$ cat config.mk
export PLATFORM = sky130hd
export DESIGN_NAME = chdr_header_parser
export DESIGN_NICKNAME = d
export VERILOG_FILES = /design/src/verilog/chdr_pkg.sv /design/src/verilog/chdr_header_parser.sv
export SDC_FILE = /design/constraint.sdc
export NUM_CORES = 1
export LEC_CHECK = 0
export BUFFER_PORTS_ARGS = -buffer_cell sky130_fd_sc_hd__buf_4
export CORE_AREA = 2 2 104 106
export DETAILED_ROUTE_END_ITERATION = 16
export DIE_AREA = 0 0 106 108
export PLACE_DENSITY_LB_ADDON = 0.1
export SETUP_SLACK_MARGIN = 0.4
export SYNTH_ARGS = -nofsm -noshare
export SYNTH_HDL_FRONTEND = slang
export SYNTH_SLANG_ARGS = --single-unit
$ cat constraint.sdc
create_clock -name clk -period 3.94 [get_ports clk]
set_input_delay 0.394 -clock clk [delete_from_list [all_inputs] [get_ports clk]]
set_output_delay 0.394 -clock clk [all_outputs]
set_load 0.03 [all_outputs]
$ cat src/verilog/chdr_pkg.sv
// Shared types, field positions and sizes for the CHDR deframer.
// Imported by every RTL module and reused by the testbench for length rules.

package chdr_pkg;

   localparam int BEAT_W       = 64;
   localparam int WORD_W       = 32;
   localparam int HAS_TIME_BIT = 61;
   localparam int LEN_LSB      = 32;
   localparam int LEN_W        = 16;
   localparam int FIFO_ADDR_W  = 5;
   localparam int FIFO_DEPTH   = 1 << FIFO_ADDR_W;

   // One 64-bit stream beat with its end-of-packet marker.
   typedef struct packed
   {
      logic [BEAT_W-1:0] data;
      logic              last;
   } chdr_beat_t;

   // Header in the upper half, timestamp (or header again) in the lower half.
   typedef logic [2*BEAT_W-1:0] chdr_tuser_t;

   typedef enum logic [1:0]
   {
      st_head = 2'd0,
      st_time = 2'd1,
      st_body = 2'd2
   } chdr_state_t;

   // True when the final body beat holds a single 32-bit word.
   function automatic logic tail_is_half(input logic [LEN_W-1:0] len);
      logic [2:0] rem;
      begin
         rem = len[2:0];
         tail_is_half = (rem >= 3'd1) && (rem <= 3'd4);
      end
   endfunction

endpackage

$ cat src/verilog/chdr_header_parser.sv
// Input stage of the deframer. Splits each packet into its header entry
// (header plus optional timestamp) and its body beats, one queue each.
// Purely combinational on the data path; only the FSM and held header are flops.

`timescale 1ns/100ps

module chdr_header_parser
   import chdr_pkg::*;
(
   input  logic              clk,
   input  logic              i_rst_n,
   input  logic              i_clear,

   input  logic [BEAT_W-1:0] i_tdata,
   input  logic              i_tlast,
   input  logic              i_tvalid,
   output logic              o_tready,

   output chdr_tuser_t       o_hdr_tuser,
   output logic              o_hdr_valid,
   input  logic              i_hdr_ready,

   output chdr_beat_t        o_body_beat,
   output logic              o_body_valid,
   input  logic              i_body_ready
);

   chdr_state_t       state;
   logic [BEAT_W-1:0] head_q;         // Header waiting for its timestamp.
   logic              has_time;
   logic              hdr_take;
   logic              body_take;

   assign has_time = i_tdata[HAS_TIME_BIT];

   // In st_head the lower half is a copy, overwritten later if a timestamp follows.
   assign o_hdr_tuser = (state == st_head) ? {i_tdata, i_tdata} : {head_q, i_tdata};

   always_comb
   begin
      case (state)
         st_head : o_hdr_valid = i_tvalid & ~has_time;
         st_time : o_hdr_valid = i_tvalid;
         default : o_hdr_valid = 1'b0;
      endcase
   end

   assign o_body_beat.data = i_tdata;
   assign o_body_beat.last = i_tlast;
   assign o_body_valid     = (state == st_body) & i_tvalid;

   assign o_tready = (state == st_body) ? i_body_ready : i_hdr_ready;

   assign hdr_take  = i_tvalid & i_hdr_ready;
   assign body_take = i_tvalid & i_body_ready;

   always_ff @(posedge clk)
   begin
      if (!i_rst_n || i_clear)
      begin
         state <= st_head;
      end
      else
      begin
         case (state)
            st_head :
               if (hdr_take)
               begin
                  state <= has_time ? st_time : st_body;
               end
            st_time :
               if (hdr_take)
               begin
                  state <= st_body;
               end
            st_body :
               if (body_take && i_tlast)
               begin
                  state <= st_head;
               end
            default :
               state <= st_head;
         endcase
      end
   end

   always_ff @(posedge clk)
   begin
      if (state == st_head && hdr_take && has_time)
      begin
         head_q <= i_tdata;
      end
   end

   // Body beats only flow once the header entry has gone out.
   a_body_in_body_state : assert property (@(posedge clk) disable iff (!i_rst_n || i_clear)
      $rose(state == st_body) |-> $past(o_hdr_valid && i_hdr_ready));

endmodule

==> results.yml <==
floorplanning:
  fp-row-count: 37
  start_util_pct: 37.2
  die_w_um: 106
  core_um2: 10200
  io_pins: 267
  die-height_um: 108
  die_area_um2: 11400
timing:
  worst_slew_pin_slew_ns: 0.450
  fin_skew_ns: 0.0102
  timing.fmax_mhz: 446
  fin_crit_sh_pct: 56.9
  timing.slew.headroom_pct: 70.0
  finalHoldViolCount: 0
  rsz0062_at_grt: "false"
  fin_setup_tns_ns: 0
  setup_viol: 0
  period_needed_ns: 2.24
  report.final.slew_viol_count: 0
critical_path:
  crit_required_ns: 3.55
  cp-startpoint: "state[1]$_SDFFE_PP0P_"
  critPathLaunchType: "flip-flop"
  end_kind: "output pin"
  path_buf_inv: 2
  reg2reg_slack_ns: 2.18
  r2r_cells: 4
  worstPathCellList: "nor2_4 > buf_4 > mux2_2 > buf_4"
  reg2reg_to: "head_q[61]$_DFFE_PP_"
  critPathMaxStageDelay_ns: 0.39
  cp.arrival_ns: 1.85
  crit_path_frequent_cell: "buf_4"
  critPathKind: "reg2out"
  slowest_stage: "buf_4"
  cpLargestDelayFamily: "buffers and inverters"
  crit_end: "o_hdr_tuser[112]"
  path_depth: 4
  r2r_start: "state[1]$_SDFFE_PP0P_"
  cp_max_fo: 31
min_path:
  hold_class: "in2reg"
global_routing:
  grt_pass1_vias: 2362
  grt_start_max_net_pins: 52
  antenna_found_initial: 0
  track_usage_pct: 14.3
  grt_pass1_wl_mm: 12.7
  overflow: 0
synthesis:
  synth_most_common_cell: "buf_4"
  ys_ff_latch: 66
  synthCells: 282
  synth_edf_count: 64
  netlist_area_um2: 3810
  netlist.area_leader.share_pct: 50.4
  synth_flop_cell: "edfxtp_1"
  synthArstFlopShare_pct: 0
  yosysSeqAreaShare_pct: 51.5
  synth_area_leaders: "edfxtp_1 (50%), buf_4 (26%), mux2_2 (17%), mux2_1 (1.5%), buf_6 (1.2%)"
  synth_cell_types: 19
  synth_top_area_cell: "edfxtp_1"
  synth_common_cells: "buf_4 (131), edfxtp_1 (64), mux2_2 (59)"
  synthesis.nets: 353
  ys_warn_count: 0
  syn_area_per_cell_um2: 13.5
clock_tree:
  post-cts-setup-buffers: 0
  clockBufferDepth: 2
  htree_num_levels: 3
  cts-buffers-inserted: 9
  clkTransAtPathRegs_ns: 0.08
  clk_latency_ns: 0.33
  cts_num_sinks: 66
  cts_root_buf: "clkbuf_8"
  cts_hold_buf: 0
  post_cts_resized: 0
  cts_tree: "done"
routing:
  final_antenna_net_count: 0
  via_per_inst: 4.33
  drc: 0
  wl_mm: 8.49
  drtIter0Drc: 103
  first_pass_iters: 4
  num_vias: 2458
  routedWlPerCell_um: 14.9
power:
  leakagePower_nw: 2.32
  ir_worst_vdd_mv: 0.167
  powerDensity_nw_per_um2: 396
run_status:
  status: "completed"
cells_and_area:
  fin_nets: 498
  drive_gt1_share_pct: 79.4
  syn_to_final_growth_pct: 37.1
  diodes: 0
  fillerInstances: 893
  fin_util_pct: 51.1
place:
  hpwlAfterDp_mm: 6.40
  gp_congestion: 0.707
  place.port_buffers: 266
job:
  drv_cap: 0
==> kinds of logic after synthesis <==
group           share of synthesized area (%)
flops                                    51.5
mux                                      19.2
buf+inv                                  27.0
simple gates                             2.07
compound gates                          0.262
==> layer usage <==
layer	vias up	global-route usage (%)	wire, um
met4	0	5.64	105
met3	6	3.98	812
met1	1150	16.9	3330
met5	-	0	0
li1	1145	-	-
met2	157	24.9	4240
==> how the worst min path moves through the flow <==
stage,from,to,slack [ns],depth (start not counted)
after floorplan,i_tdata[0],head_q[0]$_DFFE_PP_,0.49,0
after CTS,i_tdata[58],head_q[58]$_DFFE_PP_,0.24,1
final,i_tdata[33],head_q[33]$_DFFE_PP_,0.26,1
after global routing,i_tdata[32],head_q[32]$_DFFE_PP_,0.24,1
after detailed placement,state[1]$_SDFFE_PP0P_,state[0]$_SDFFE_PP0P_,0.57,1
after global placement,state[1]$_SDFFE_PP0P_,state[0]$_SDFFE_PP0P_,0.54,1
==> area by class of cell <==
class | instances | area (um2) | area share, %
timing repair buffer | 269 | 2030 | 38.9
clock buffer | 10 | 128 | 2.44
tap | 136 | 170 | 3.26
clock inverter | 6 | 105 | 2.01
multi-input combinational | 81 | 827 | 15.8
sequential | 66 | 1960 | 37.6
==> metrics by stage <==
step	instance area [um2]	instances	hold WS (ns)	setup WS, ns	power, mW
2_1_floorplan	3810	282	0.493	0.930	1.24
3_3_place_gp	4990	552	0.539	2.06	1.41
3_5_place_dp	4990	552	0.573	2.02	1.42
4_1_cts	5220	568	0.237	1.65	2.10
5_1_grt	5220	568	0.239	1.56	2.15
6_report	5220	568	0.260	1.70	2.07
==> cell usage in the layout (no fill, tap or decap), drive strengths merged <==
master    synthesis  layout
clkinvlp          0       1
nor2b             2       2
o21ai             1       1
buf             135     269
clkbuf            0      10
clkinv            0       2
nand2b            1       1
and2              1       1
nor3              1       1
edfxtp           64      64
dfxtp             2       2
bufinv            0       3
a21oi             1       1
mux2             64      64
mux2i             1       1
nor3b             1       1
nand3             1       1
nand2             4       4
or3               1       1
nor2              2       2
==> state kept, by name (all words and copies together) (netlist names) <==
signal / cells
state: 2
head_q: 64
==> report_power, final <==
group / total, mW / switching, mW / internal [mW]
registers: 0.798 / 0.00498 / 0.793
clock network: 0.676 / 0.260 / 0.417
logic: 0.597 / 0.362 / 0.235
Power figures use the tool's default switching activity.
