## src/verilog/chdr_pkg.sv

```systemverilog
// Shared types, field positions and sizes for the CHDR deframer.
// Imported by every RTL module and reused by the testbench for length rules.

package chdr_pkg;

   localparam int BEAT_W       = 64;
   localparam int WORD_W       = 32;
   localparam int HAS_TIME_BIT = 61;
   localparam int LEN_LSB      = 32;
   localparam int LEN_W        = 16;
   localparam int FIFO_ADDR_W  = 5;
   localparam int FIFO_DEPTH   = 1 << FIFO_ADDR_W;

   // One 64-bit stream beat with its end-of-packet marker.
   typedef struct packed
   {
      logic [BEAT_W-1:0] data;
      logic              last;
   } chdr_beat_t;

   // Header in the upper half, timestamp (or header again) in the lower half.
   typedef logic [2*BEAT_W-1:0] chdr_tuser_t;

   typedef enum logic [1:0]
   {
      st_head = 2'd0,
      st_time = 2'd1,
      st_body = 2'd2
   } chdr_state_t;

   // True when the final body beat holds a single 32-bit word.
   function automatic logic tail_is_half(input logic [LEN_W-1:0] len);
      logic [2:0] rem;
      begin
         rem = len[2:0];
         tail_is_half = (rem >= 3'd1) && (rem <= 3'd4);
      end
   endfunction

endpackage

```

## src/verilog/chdr_stream_fifo.sv

```systemverilog
// Synchronous valid/ready queue used for both the header and the body path.
// Payload type is chosen by the T parameter; depth comes from FIFO_ADDR_W.
// Data written on one edge is readable after the next edge.

`timescale 1ns/100ps

module chdr_stream_fifo
   import chdr_pkg::*;
#(
   parameter type T = chdr_beat_t
)
(
   input  logic clk,
   input  logic i_rst_n,
   input  logic i_clear,

   input  T     i_data,
   input  logic i_valid,
   output logic o_ready,

   output T     o_data,
   output logic o_valid,
   input  logic i_ready
);

   T                       mem [FIFO_DEPTH];
   logic [FIFO_ADDR_W-1:0] wr_ptr;
   logic [FIFO_ADDR_W-1:0] rd_ptr;
   logic [FIFO_ADDR_W:0]   count;
   logic [FIFO_ADDR_W:0]   count_nxt;
   logic                   valid_q;
   logic                   push;
   logic                   pop;

   assign o_ready = ~count[FIFO_ADDR_W];   // MSB set only at FIFO_DEPTH.
   assign o_valid = valid_q;
   assign o_data  = mem[rd_ptr];

   assign push = i_valid & o_ready;
   assign pop  = valid_q & i_ready;

   always_comb
   begin
      count_nxt = count;
      if (push && !pop)
      begin
         count_nxt = count + 1'b1;
      end
      else if (pop && !push)
      begin
         count_nxt = count - 1'b1;
      end
   end

   always_ff @(posedge clk)
   begin
      if (!i_rst_n || i_clear)
      begin
         wr_ptr  <= '0;
         rd_ptr  <= '0;
         count   <= '0;
         valid_q <= 1'b0;
      end
      else
      begin
         if (push)
         begin
            wr_ptr <= wr_ptr + 1'b1;
         end
         if (pop)
         begin
            rd_ptr <= rd_ptr + 1'b1;
         end
         count   <= count_nxt;
         valid_q <= (count_nxt != '0);
      end
   end

   always_ff @(posedge clk)
   begin
      if (push)
      begin
         mem[wr_ptr] <= i_data;
      end
   end

   // Equal pointers on a write mean the queue is empty, never full.
   a_no_write_full : assert property (@(posedge clk) disable iff (!i_rst_n || i_clear)
      push |-> (wr_ptr != rd_ptr) || (count == '0));

   // Equal pointers on a read mean the queue is full, never empty.
   a_no_read_empty : assert property (@(posedge clk) disable iff (!i_rst_n || i_clear)
      pop |-> (wr_ptr != rd_ptr) || count[FIFO_ADDR_W]);

endmodule

```

## config.mk

```make
export PLATFORM = sky130hd
export DESIGN_NAME = chdr_stream_fifo
export DESIGN_NICKNAME = d
export VERILOG_FILES = /design/src/verilog/chdr_pkg.sv /design/src/verilog/chdr_stream_fifo.sv
export SDC_FILE = /design/constraint.sdc
export NUM_CORES = 2
export LEC_CHECK = 0
export BUFFER_PORTS_ARGS = -buffer_cell sky130_fd_sc_hd__clkbuf_2
export CAP_MARGIN = 25
export CORE_UTILIZATION = 35
export DETAILED_ROUTE_END_ITERATION = 6
export GPL_TIMING_DRIVEN = 0
export PLACE_DENSITY_LB_ADDON = 0.12
export SLEW_MARGIN = 40
export SYNTH_ARGS = -nofsm -noshare
export SYNTH_HDL_FRONTEND = slang
export SYNTH_SLANG_ARGS = --single-unit
```

## constraint.sdc

```tcl
create_clock -name clk -period 4.7 [get_ports clk]
set_input_delay 0.94 -clock clk [delete_from_list [all_inputs] [get_ports clk]]
set_output_delay 0.94 -clock clk [all_outputs]
set_load 0.01 [all_outputs]
```

==> results.md <==
- The flow ran to the end, and the final reports show no timing, DRC or antenna violations.
- The total routed wirelength is 230,000 um.
- After synthesis, the cell types taking the most area are sky130_fd_sc_hd__edfxtp_1 (78%), sky130_fd_sc_hd__mux4_2 (14%), sky130_fd_sc_hd__mux2i_1 (2.8%), sky130_fd_sc_hd__dfxtp_1 (0.55%), sky130_fd_sc_hd__a22oi_1 (0.44%).
- The synthesized design spends more area on one cell type than any other, namely sky130_fd_sc_hd__edfxtp_1.
- The final weighted congestion in routability-driven placement is 0.743.
- The worst reg2reg path startpoint is count[5].
- Of the synthesized area, sequential elements account for 0.782.
- The initial core utilization is 0.353.
- The worst-case clock skew is 0.0235 ns.
- CTS saw 2,102 sinks.
- The number of warnings reported in the yosys synthesis log is 0.
- The die covers about 230,000 um2.
- The critical path goes through buf_2, buf_6, buf_2, nor2b_1, clkbuf_1, a211oi_2, clkbuf_2.
- The number of instances on the worst hold path is 2.
- For this block, the via count after detailed routing is 38,400.
- The proportion of layout cells with a drive suffix above 1 is 0.327.
- Counting cells, the worst reg-to-reg path comes to 8.
- The cell with the largest stage delay on the worst path is sky130_fd_sc_hd__a211oi_2.
- The hold violation total from the final report was 0.
- The I/O pin count is approximately 140.
- The count of TritonRoute iterations in the first routing pass is 7.
- The worst setup path is launched from a flip-flop.
- The number of synthesized register bits is between 2,000 and 2,500.
- The longest individual stage delay on the worst path is 0.60 ns.
- The analysis attributes to net switching a power of 7.90 mW.
- The total routing usage reported by global routing is 0.200.
- In the routed layout, each cell is associated on average with a via count of about 5.3.
- Counting every instance in the synthesized netlist gives 3,493.
- In the final routed layout, each cell accounts on average for 31.7 um.
- The post-synthesis area per instance is ~23 um2.
- The fraction of power spent switching nets is 0.207.
- Of the total power, registers draw 0.541.
- The most used flip-flop cell after synthesis is sky130_fd_sc_hd__edfxtp_1.
- The timing-limited maximum frequency is 217 MHz.
- In the synthesized netlist, the cells that appear most often are sky130_fd_sc_hd__edfxtp_1 (2,080), sky130_fd_sc_hd__mux4_2 (502), sky130_fd_sc_hd__mux2i_1 (224).
- In the routed design, unresolved DRC markers number 0.
- The standard cell core area is roughly 230,000 um2.
- The count of nets left with antenna violations once routing finished came out at 0.
- Clock tree synthesis selected as its root buffer the cell sky130_fd_sc_hd__clkbuf_16.
- Yosys instantiated no cell more often than sky130_fd_sc_hd__edfxtp_1.
- The number of nets produced by synthesis is 3,570.
- Internal power comes to approximately 30 mW.
- The classification of the worst-slack hold path is reg -> reg.
- The count of hold-fix buffers inserted at cts is 0.
- Counting the buffers created by CTS gives 219.
- The number of pins exceeding their max-slew limit in the final report is 0.
- Data arrives at the worst endpoint at 3.66 ns.
- The kind of end point of the critical path is an output port.
- Entering global routing, the biggest net connects 33 pins.
- For this run the aggregate overflow at the end of global routing stands at 0.
- The number of unique standard cell types used by synthesis is 45.
- The overall die height is 481 um.
- Of all nets on the critical path, the largest fanout is 10.
- The number of flops mapped to enable cells by yosys is approximately 2,100.
- For this run, asynchronously set or reset flops after synthesis account for 0.
- Of the total power, combinational logic draws 0.023.
- For this block, the initial DRC count from the detailed router was about 3,700.
- The number of levels the H-tree was split into is 4.
- The critical path data required time is 3.76 ns.
- For the pin with the worst max-slew slack, the measured transition is 0.911 ns.
- The clock passes through at most 3 buffers.
- The sum of buffers and inverters on the critical path is 5.
- The cell count after placement is a little under 7,000.
- The area growth from synthesis to layout is 20.5%.
- In this design, the critical path's most frequently occurring cell is sky130_fd_sc_hd__buf_2.
- The reported max-cap violation count is 0.
- The first global-routing pass estimated 322,000 um of wire.
- The finished layout holds 7,251 standard cells, fillers aside.
- In this run the cell area of the synthesized design comes to about 80,000 um2.
- The number of antenna violations at the first check in global routing is 9.
- The cell area power density is 394 nW/um2.
- Across the VDD grid, the largest voltage drop is 364 uV.
- Measured against its own limit, the worst slew margin works out to 0.392.
- The floorplan step set the die width to 481 um.
- The setup path with the least slack is of type reg -> out.
- The leakage component of the power is a little under 30 nW.
- The critical path's top delay family is buffers and inverters.
- The routed design could run at a clock period as short as 4.60 ns.
- The number of nets in the finished design is 4,136.
- The clock slew at the register clock pins of the worst setup and hold paths is 0.06 ns.
- The critical path crosses 7 cells after its start point.
- The top cell type's share of synthesized area is 0.777.
- The half-perimeter wire length after placement is around 160,000 um.
- The site row count is 175.
- The final core area utilization is 0.425.
- The via count of the first global-routing pass is 39,900.
- The total setup violations reported at the end of the flow is 0.
- For the worst-skew pair, the clock arrives at the later sink with an insertion delay of about 0.86 ns.
- TritonCTS built the clock tree.
- The start point of the worst min-delay path is rd_ptr[1].
- Of the available clock period, the critical path in the final layout requires 0.980.
- The number of buffers added on ports is about 140.
- The clock network fraction of total power is 0.435.
cells in the final DEF, fill, tap and decap left out, types with 34 or more instances in the layout:
cell type | netlist | layout
sky130_fd_sc_hd__buf_8 | 0 | 99
sky130_fd_sc_hd__inv_1 | 44 | 44
sky130_fd_sc_hd__nand2_1 | 52 | 50
sky130_fd_sc_hd__clkbuf_16 | 0 | 221
sky130_fd_sc_hd__mux4_2 | 502 | 502
sky130_fd_sc_hd__buf_6 | 29 | 35
sky130_fd_sc_hd__clkinv_1 | 0 | 69
sky130_fd_sc_hd__clkbuf_1 | 70 | 57
sky130_fd_sc_hd__mux2i_1 | 224 | 224
sky130_fd_sc_hd__edfxtp_1 | 2080 | 2080
sky130_fd_sc_hd__clkbuf_2 | 0 | 183
sky130_fd_sc_hd__o21ai_1 | 36 | 36
sky130_fd_sc_hd__a22oi_1 | 47 | 47
sky130_fd_sc_hd__buf_4 | 20 | 39
sky130_fd_sc_hd__buf_2 | 50 | 37
sky130_fd_sc_hd__buf_16 | 0 | 108
sky130_fd_sc_hd__nor2_1 | 67 | 34
registers in the layout, indices dropped and copies added (netlist names), named ones only:
signal and count:
mem 2080, rd_ptr 5, count 6, wr_ptr 5, o_valid 1
cell type report:
class,count,area (um2)
clock inverter,135,1080
sequential,2102,62900
multi-input combinational,1156,16800
clock buffer,265,5700
buffer,190,1340
inverter,44,165
tap,3009,3760
fill,19600,131000
timing repair buffer,346,5170
antenna,4,10.0
power groups by stage:
stage | registers [mW] | logic, mW | clock network [mW]
2_1_floorplan | 21.1 | 0.337 | 0
3_3_place_gp | 21.1 | 0.831 | 0
3_5_place_dp | 21.1 | 0.892 | 0
4_1_cts | 20.7 | 0.911 | 17.0
5_1_grt | 20.7 | 0.964 | 17.7
6_report | 20.7 | 0.893 | 16.6
per-stage QoR:
stage / setup TNS [ns] / setup slack [ns] / hold slack [ns] / area, um2 / power, mW
3_5_place_dp: 0 / 0.184 / 0.505 / 89700 / 22.0
6_report: 0 / 0.0957 / 0.504 / 96900 / 38.2
4_1_cts: 0 / 0.00325 / 0.462 / 96800 / 38.6
3_3_place_gp: - / -5.92 / 0.495 / 84900 / 21.9
2_1_floorplan: -291.28 / -0.197 / 0.468 / 80400 / 21.4
5_1_grt: -0.00157 / -0.00157 / 0.503 / 96900 / 39.3
layer usage:
layer  vias up  GRT usage  part of all wire
met3       267     0.0287             0.044
li1      16000          -                 -
met4         0     0.0437             0.019
met5         -          0                 0
met1     21100      0.274              0.44
met2      1016      0.337              0.50
cell families (layout without fill, tap and decap cells):
group,after synthesis,after routing,share of synthesized area
AOI/OAI and AO/OA,218,218,0.0200
xor gates and xnor gates,9,9,0.000980
adders and majority gates,7,7,0.00109
buffers and inverters,235,980,0.0154
DFF,2102,2102,0.782
muxes,738,738,0.170
other,0,4,0
and+or+nand+nor,184,184,0.0103
worst paths after layout:
kind	endpoint	slack, ns
max reg2reg	mem[5][43]	1.42
min	flip-flop	0.50
min reg2reg	flip-flop	0.50
max	o_data[8]	0.1
repair_timing:
action | in CTS | in global routing
setup endpoints to repair | 65 | 15
buffers inserted | 2 | 0
cloned | 0 | 0
hold endpoints to repair | 0 | 0
gates resized for setup | 96 | 8
pin swaps | 6 | 2
worst reg2reg max path: cells and delay by family, from the launching register on:
kind          cells  cell delay (ns)
flops             1             0.33
buf+inv           5             1.27
simple gates      3             1.40
Note: power is estimated with default switching activity, not from simulation.
