## src/verilog/chdr_pkg.sv

```systemverilog
// Shared types, field positions and sizes for the CHDR deframer.
// Imported by every RTL module and reused by the testbench for length rules.

package chdr_pkg;

   localparam int BEAT_W       = 64;
   localparam int WORD_W       = 32;
   localparam int HAS_TIME_BIT = 61;
   localparam int LEN_LSB      = 32;
   localparam int LEN_W        = 16;
   localparam int FIFO_ADDR_W  = 5;
   localparam int FIFO_DEPTH   = 1 << FIFO_ADDR_W;

   // One 64-bit stream beat with its end-of-packet marker.
   typedef struct packed
   {
      logic [BEAT_W-1:0] data;
      logic              last;
   } chdr_beat_t;

   // Header in the upper half, timestamp (or header again) in the lower half.
   typedef logic [2*BEAT_W-1:0] chdr_tuser_t;

   typedef enum logic [1:0]
   {
      st_head = 2'd0,
      st_time = 2'd1,
      st_body = 2'd2
   } chdr_state_t;

   // True when the final body beat holds a single 32-bit word.
   function automatic logic tail_is_half(input logic [LEN_W-1:0] len);
      logic [2:0] rem;
      begin
         rem = len[2:0];
         tail_is_half = (rem >= 3'd1) && (rem <= 3'd4);
      end
   endfunction

endpackage

```

## src/verilog/chdr_beat_narrower.sv

```systemverilog
// Output stage of the deframer. Pairs each body beat with its header entry
// and sends it as 32-bit words, upper half first, with the user field alongside.
// Pops a body beat after its last word and the header after the packet's last word.

`timescale 1ns/100ps

module chdr_beat_narrower
   import chdr_pkg::*;
(
   input  logic              clk,
   input  logic              i_rst_n,
   input  logic              i_clear,

   input  chdr_tuser_t       i_hdr_tuser,
   input  logic              i_hdr_valid,
   output logic              o_hdr_ready,

   input  chdr_beat_t        i_body_beat,
   input  logic              i_body_valid,
   output logic              o_body_ready,

   output logic [WORD_W-1:0] o_tdata,
   output chdr_tuser_t       o_tuser,
   output logic              o_tlast,
   output logic              o_tvalid,
   input  logic              i_tready
);

   logic             second_half;
   logic [LEN_W-1:0] pkt_len;
   logic             half_tail;
   logic             xfer;

   // Length sits in the header copy held in the upper half.
   assign pkt_len   = i_hdr_tuser[BEAT_W+LEN_LSB +: LEN_W];
   assign half_tail = tail_is_half(pkt_len);

   assign o_tdata  = second_half ? i_body_beat.data[WORD_W-1:0]
                                 : i_body_beat.data[BEAT_W-1:WORD_W];
   assign o_tuser  = i_hdr_tuser;
   assign o_tvalid = i_hdr_valid & i_body_valid;
   assign o_tlast  = i_body_beat.last & (second_half | half_tail);

   assign xfer = o_tvalid & i_tready;

   assign o_hdr_ready  = xfer & o_tlast;
   assign o_body_ready = xfer & (o_tlast | second_half);

   always_ff @(posedge clk)
   begin
      if (!i_rst_n || i_clear)
      begin
         second_half <= 1'b0;
      end
      else if (xfer)
      begin
         if (o_tlast)
         begin
            second_half <= 1'b0;   // Next packet starts on upper word.
         end
         else
         begin
            second_half <= ~second_half;
         end
      end
   end

   // Held words must not change while the sink stalls.
   a_out_stable : assert property (@(posedge clk) disable iff (!i_rst_n || i_clear)
      o_tvalid && !i_tready |=> o_tvalid && $stable(o_tdata) && $stable(o_tuser)
                                && $stable(o_tlast));

endmodule

```

## config.mk

```make
export PLATFORM = sky130hd
export DESIGN_NAME = chdr_beat_narrower
export DESIGN_NICKNAME = d
export VERILOG_FILES = /design/src/verilog/chdr_pkg.sv /design/src/verilog/chdr_beat_narrower.sv
export SDC_FILE = /design/constraint.sdc
export NUM_CORES = 1
export LEC_CHECK = 0
export BUFFER_PORTS_ARGS = -buffer_cell sky130_fd_sc_hd__buf_2
export CELL_PAD_IN_SITES_DETAIL_PLACEMENT = 1
export CELL_PAD_IN_SITES_GLOBAL_PLACEMENT = 1
export CORE_AREA = 2 2 139 141
export CTS_BUF_LIST = sky130_fd_sc_hd__clkbuf_4 sky130_fd_sc_hd__clkbuf_8
export CTS_CLUSTER_SIZE = 8
export DETAILED_ROUTE_END_ITERATION = 8
export DIE_AREA = 0 0 141 143
export PLACE_DENSITY_LB_ADDON = 0.1
export SKIP_CTS_REPAIR_TIMING = 1
export SYNTH_ARGS = -nofsm -noshare
export SYNTH_HDL_FRONTEND = slang
export SYNTH_SLANG_ARGS = --single-unit
```

## constraint.sdc

```tcl
create_clock -name clk -period 2.5 [get_ports clk]
set_clock_uncertainty 0.2 [all_clocks]
set_input_delay 0.125 -clock clk [delete_from_list [all_inputs] [get_ports clk]]
set_output_delay 0.125 -clock clk [all_outputs]
set_load 0.01 [all_outputs]
```

==> results of run 1 <==
==> metal layers <==
layer	share of wire, %	up-vias
li1	-	411
met5	0	-
met2	49	97
met3	12	26
met1	35	418
met4	3.9	0
==> through the flow <==
stage / power [W] / setup WS, ps
global route: 0.000193 / 510
finish: 0.000176 / 663
floorplan: 0.000293 / 1170
detailed placement: 0.000179 / 584
CTS: 0.000180 / 573
global placement: 0.000180 / 566
==> placed cells by master (no fill, tap or decap) <==
master / instances
buf_2: 112
mux2_2: 32
and2_1: 2
o21a_1: 2
and3_1: 2
o21ai_0: 1
or3_1: 1
o211a_1: 1
nand3_1: 1
or4b_4: 1
nand4b_1: 1
o21ai_2: 1
dfxtp_2: 1
==> cell families (layout without fill, tap and decap cells) <==
family                 count (synthesis)  in the layout  synth area share [%]
flip-flops                             1              1                  1.37
multiplexers                          32             32                  24.6
buffers and inverters                132            112                  67.4
AND/OR/NAND/NOR                        8              8                  4.01
AO/OA/AOI/OAI                          5              5                  2.65
==> critical path: stages (launching register included) <==
cell and delay (ps):
dfxtp_2 930, mux2_2 410, buf_2 140
==> power by group through the flow <==
stage | Combinational, W | Sequential, W | Clock (W)
after floorplan | 0.000276 | 0.0000167 | 0
after global placement | 0.000159 | 0.0000220 | 0
after detailed placement | 0.000157 | 0.0000219 | 0
after CTS | 0.000158 | 0.0000220 | 0
after global routing | 0.000171 | 0.0000223 | 0
final | 0.000155 | 0.0000214 | 0
==> cell type report <==
cell class                      instances  area [um2]  share of cell area [%]
Timing Repair Buffer                  112         561                    42.1
Sequential cell                         1        21.3                    1.60
Multi-Input combinational cell         45         458                    34.4
Tap cell                              234         293                    22.0
==> worst max-delay path by stage <==
stage / to / cells past startpoint
6_report: o_tdata[3] / 2
5_1_grt: o_tdata[23] / 2
4_1_cts: o_tdata[10] / 2
3_5_place_dp: o_tdata[10] / 2
3_3_place_gp: o_tdata[10] / 2
2_1_floorplan: o_tdata[0] / 3
==> summary.md, run 1 <==
| Metric | Value |
|---|---|
| Outcome | finished, final reports clean |
| Nets | 359 |
| Worst Hold Class | in2out |
| Reg with most FFs | second_half |
| # port buffers | 112 |
| Top-area cell type share of the netlist area | 65.6% |
| First-pass GRT wire length | 5.52 mm |
| Synth cell types | 15 |
| Fmax | 544 MHz |
| Starting Density | 7.89% |
| GP Congestion | 0.606 |
| Setup violations, final | 0 |
| Register area share after synthesis | 1.37% |
| Worst slew pin tran | 953 ps |
| Final wirelength | 4.08 mm |
| Worst Path Max Fanout | 37 |
| Layout cells sized above 1 | 93.0% |
| Flop pwr share | 12.1% |
| Max-Cap Viols | 0 |
| Syn_nets | 377 |
| Combinational power share | 87.9% |
| Core Util, Final | 7.17% |
| Unrepaired setup endpoints after global routing | false |
| Hold WS | 50.0 ps |
| M2 GR Usage | 5.78% |
| Registers with the most flip-flops | second_half x1 |
| First-pass iteration count of the detailed router | 4 |
| Max-slew violation count | 0 |
| Layout fillers | 2,226 |
| Initial drt markers | 15 |
| DR DRC count | 0 |
| Dominant cell type by area after synthesis | buf_4 |
| GR Layer Usage met1 | 3.73% |
| Clk slew on worst S/H paths | 0 ps |
| Top cells by area, synth | buf_4 (66%), mux2_2 (25%), dfxtp_1 (1.4%) |
| Initial antenna violation count | 0 |
| Final HPWL DP | 3.52 mm |
| CP required | 2170 ps |
| Cell-internal power | 0.000110 W |
| Cell Pwr Density | 132 nW/um2 |
| Sw Ratio | 37.4% |
| EDFF count, synth | 0 |
| Core Region | 18,600 um2 |
| ANT cells | 0 |
| Setup Total Neg Slack | 0 ps |
| Wirelength per Cell | 10.4 um |
| Synth Instances | 178 |
| Final ANT Viol Nets | 0 |
| # rows | 50 |
| Number of flip-flops in the largest register | 1 |
| Hold Fails Final Rpt | 0 |
| Via Count | 952 |
| Min-delay src | i_hdr_tuser[11] |
| Final Instance Area | 1330 um2 |
| Boundary Pins | 363 |
| Reg2reg path depth | 2 |
| Peak supply drop | 31.1 uV |
| CP arrival | 1510 ps |
| Post-DR vias/cell | 2.43 |
| Critical path launch point type | flop |
| Clk_lat worst skew | 0 ps |
| Post-Place Cells | 392 |
| Largest net degree at the start of global routing | 38 |
| Critical path endpoint category | output pin |
| Post-Syn Area per Cell | 8.23 um2 |
| Most common flop cell mapped by yosys | dfxtp_1 |
| Pleak | 0.612 nW |
| Via count of the first global-routing pass | 1,001 |
| Rel. slew slack | 36.5% |
| Synth Register Bits | 1 |
| Setup CP Type | reg2out |
| Top cells by count, synth | buf_4 (128), mux2_2 (32), buf_2 (3) |
| Congestion Overflow GR | 0 |
| Die height | 143 um |
| R2R setup slack | 860 ps |
| Finished Layout Cells | 392 |
| GR Layer Usage met3 | 1.21% |
| Hold Crit Endpoint | o_tuser[11] |
| Clk pwr share | 0% |
| Worst Setup SP | second_half |
| Top-count cell post-synth | buf_4 |
| Reg2reg start | second_half |
| Die ar. | 20,200 um2 |
| Die extent in x | 141 um |
| Tcrit/Tclk final | 73.5% |
| GRT busiest layer | met2 |
| Critical R2R Capture | second_half |
| Placed instance area | 1330 um2 |
| Post-layout min period | 1840 ps |
| Area grow syn2layout | -9.05% |
| Switching pwr | 0.0000660 W |
| Ys async rst share | 0% |
| Post-Syn Area | 1470 um2 |
| Ys Warns | 0 |
| Worst Hold Depth | 0 |
| Total GRT Usage | 3.39% |
Power figures use the tool's default switching activity.
==> run 2: changes to the inputs <==
- CORE_AREA: 2 2 139 141 -> 2 2 141 143
- DIE_AREA: 0 0 141 143 -> 0 0 143 145
- clock period: 2.5 -> 1.7 ns (I/O delays scaled with it)
==> summary.md, run 2 <==
| Metric | Value |
|---|---|
| Register area share after synthesis | 1.37% (unchanged) |
| Starting Density | 7.63% (was 7.89%) |
| Ys Warns | 0 (unchanged) |
| # rows | 51 (was 50) |
| Largest net degree at the start of global routing | 19 |
| Synth cell types | 15 (unchanged) |
| Post-Syn Area per Cell | 8.23 um2 (unchanged) |
| Post-Place Cells | 426 (was 392) |
| Die height | 145 um (was 143 um) |
| Top cells by count, synth | buf_4 (128), mux2_2 (32), buf_2 (3) (unchanged) |
| Top cells by area, synth | buf_4 (66%), mux2_2 (25%), dfxtp_1 (1.4%) (unchanged) |
| Run Error | [ERROR RSZ-0060] Max buffer count reached. |
| Synth Register Bits | 1 (unchanged) |
| Boundary Pins | 363 (unchanged) |
| Placed instance area | 1410 um2 (was 1330 um2) |
| EDFF count, synth | 0 (unchanged) |
| Outcome | aborted with a tool error (was finished, final reports clean) |
| Ys async rst share | 0% (unchanged) |
| GP Congestion | 0.648 (was 0.606) |
| Top-count cell post-synth | buf_4 (unchanged) |
| Syn_nets | 377 (unchanged) |
| Failed at | global routing (5_1_grt) |
| Top-area cell type share of the netlist area | 65.6% (unchanged) |
| Die extent in x | 143 um (was 141 um) |
| Post-Syn Area | 1470 um2 (unchanged) |
| Synth Instances | 178 (unchanged) |
| Final HPWL DP | 4.65 mm (was 3.52 mm) |
| # port buffers | 112 (unchanged) |
| Dpl ws | 278 ps (was 584 ps) |
| Most common flop cell mapped by yosys | dfxtp_1 (unchanged) |
| Dominant cell type by area after synthesis | buf_4 (unchanged) |
[run 2: cell counts after synthesis]
No cell type changed its count.
[run 2: per-stage QoR]
step / hold slack, ps / utilization, %
after CTS: -29.9 / 7.32
after detailed placement: -29.9 / 7.32
after floorplan: 56.1 / -
after global placement: -29.9 / 7.32
[run 2: kinds of logic after synthesis]
family / Yosys count / synth area share (%)
AO/OA/AOI/OAI: 5 / 2.65
flip-flops: 1 / 1.37
AND/OR/NAND/NOR: 8 / 4.01
buffers and inverters: 132 / 67.4
multiplexers: 32 / 24.6
==> run 3: changes to the inputs <==
- CELL_PAD_IN_SITES_DETAIL_PLACEMENT: 1 -> not set
- CELL_PAD_IN_SITES_GLOBAL_PLACEMENT: 1 -> not set
- CTS_BUF_LIST: sky130_fd_sc_hd__clkbuf_4 sky130_fd_sc_hd__clkbuf_8 -> not set
- CTS_CLUSTER_SIZE: 8 -> not set
- PLACE_DENSITY_LB_ADDON: 0.1 -> 0.15
==> summary.md, run 3 <==
| Metric | Value |
|---|---|
| Top-count cell post-synth | buf_4 (unchanged) |
| Die extent in x | 143 um (unchanged) |
| GP Congestion | 0.669 (was 0.648) |
| Top cells by area, synth | buf_4 (66%), mux2_2 (25%), dfxtp_1 (1.4%) (unchanged) |
| # port buffers | 112 (unchanged) |
| Ys Warns | 0 (unchanged) |
| Most common flop cell mapped by yosys | dfxtp_1 (unchanged) |
| Post-Syn Area | 1470 um2 (unchanged) |
| Failed at | global routing (5_1_grt) (unchanged) |
| Top-area cell type share of the netlist area | 65.6% (unchanged) |
| Final HPWL DP | 3.71 mm (was 4.65 mm) |
| Synth Register Bits | 1 (unchanged) |
| Ys async rst share | 0% (unchanged) |
| Syn_nets | 377 (unchanged) |
| Boundary Pins | 363 (unchanged) |
| Largest net degree at the start of global routing | 18 |
| Post-Syn Area per Cell | 8.23 um2 (unchanged) |
| # rows | 51 (unchanged) |
| Top cells by count, synth | buf_4 (128), mux2_2 (32), buf_2 (3) (unchanged) |
| Register area share after synthesis | 1.37% (unchanged) |
| Run Error | [ERROR RSZ-0060] Max buffer count reached. (unchanged) |
| Dominant cell type by area after synthesis | buf_4 (unchanged) |
| Synth Instances | 178 (unchanged) |
| Synth cell types | 15 (unchanged) |
| EDFF count, synth | 0 (unchanged) |
| Outcome | aborted with a tool error (unchanged) |
| Die height | 145 um (unchanged) |
| Starting Density | 7.63% (unchanged) |
==> run 3: logic make-up after synthesis <==
kind of cell / synth area share, %
AND/OR/NAND/NOR: 4.01
multiplexers: 24.6
AO/OA/AOI/OAI: 2.65
flip-flops: 1.37
buffers and inverters: 67.4
==> run 3: stage by stage <==
stage               worst slack (ps)  area, um2  util (%)  hold slack, ps  instances
CTS                              120       1420      7.39           -29.9        426
detailed placement               121       1420      7.39           -29.9        426
global placement                 144       1420      7.39           -29.9        426
floorplan                        397       1470         -            56.1        178
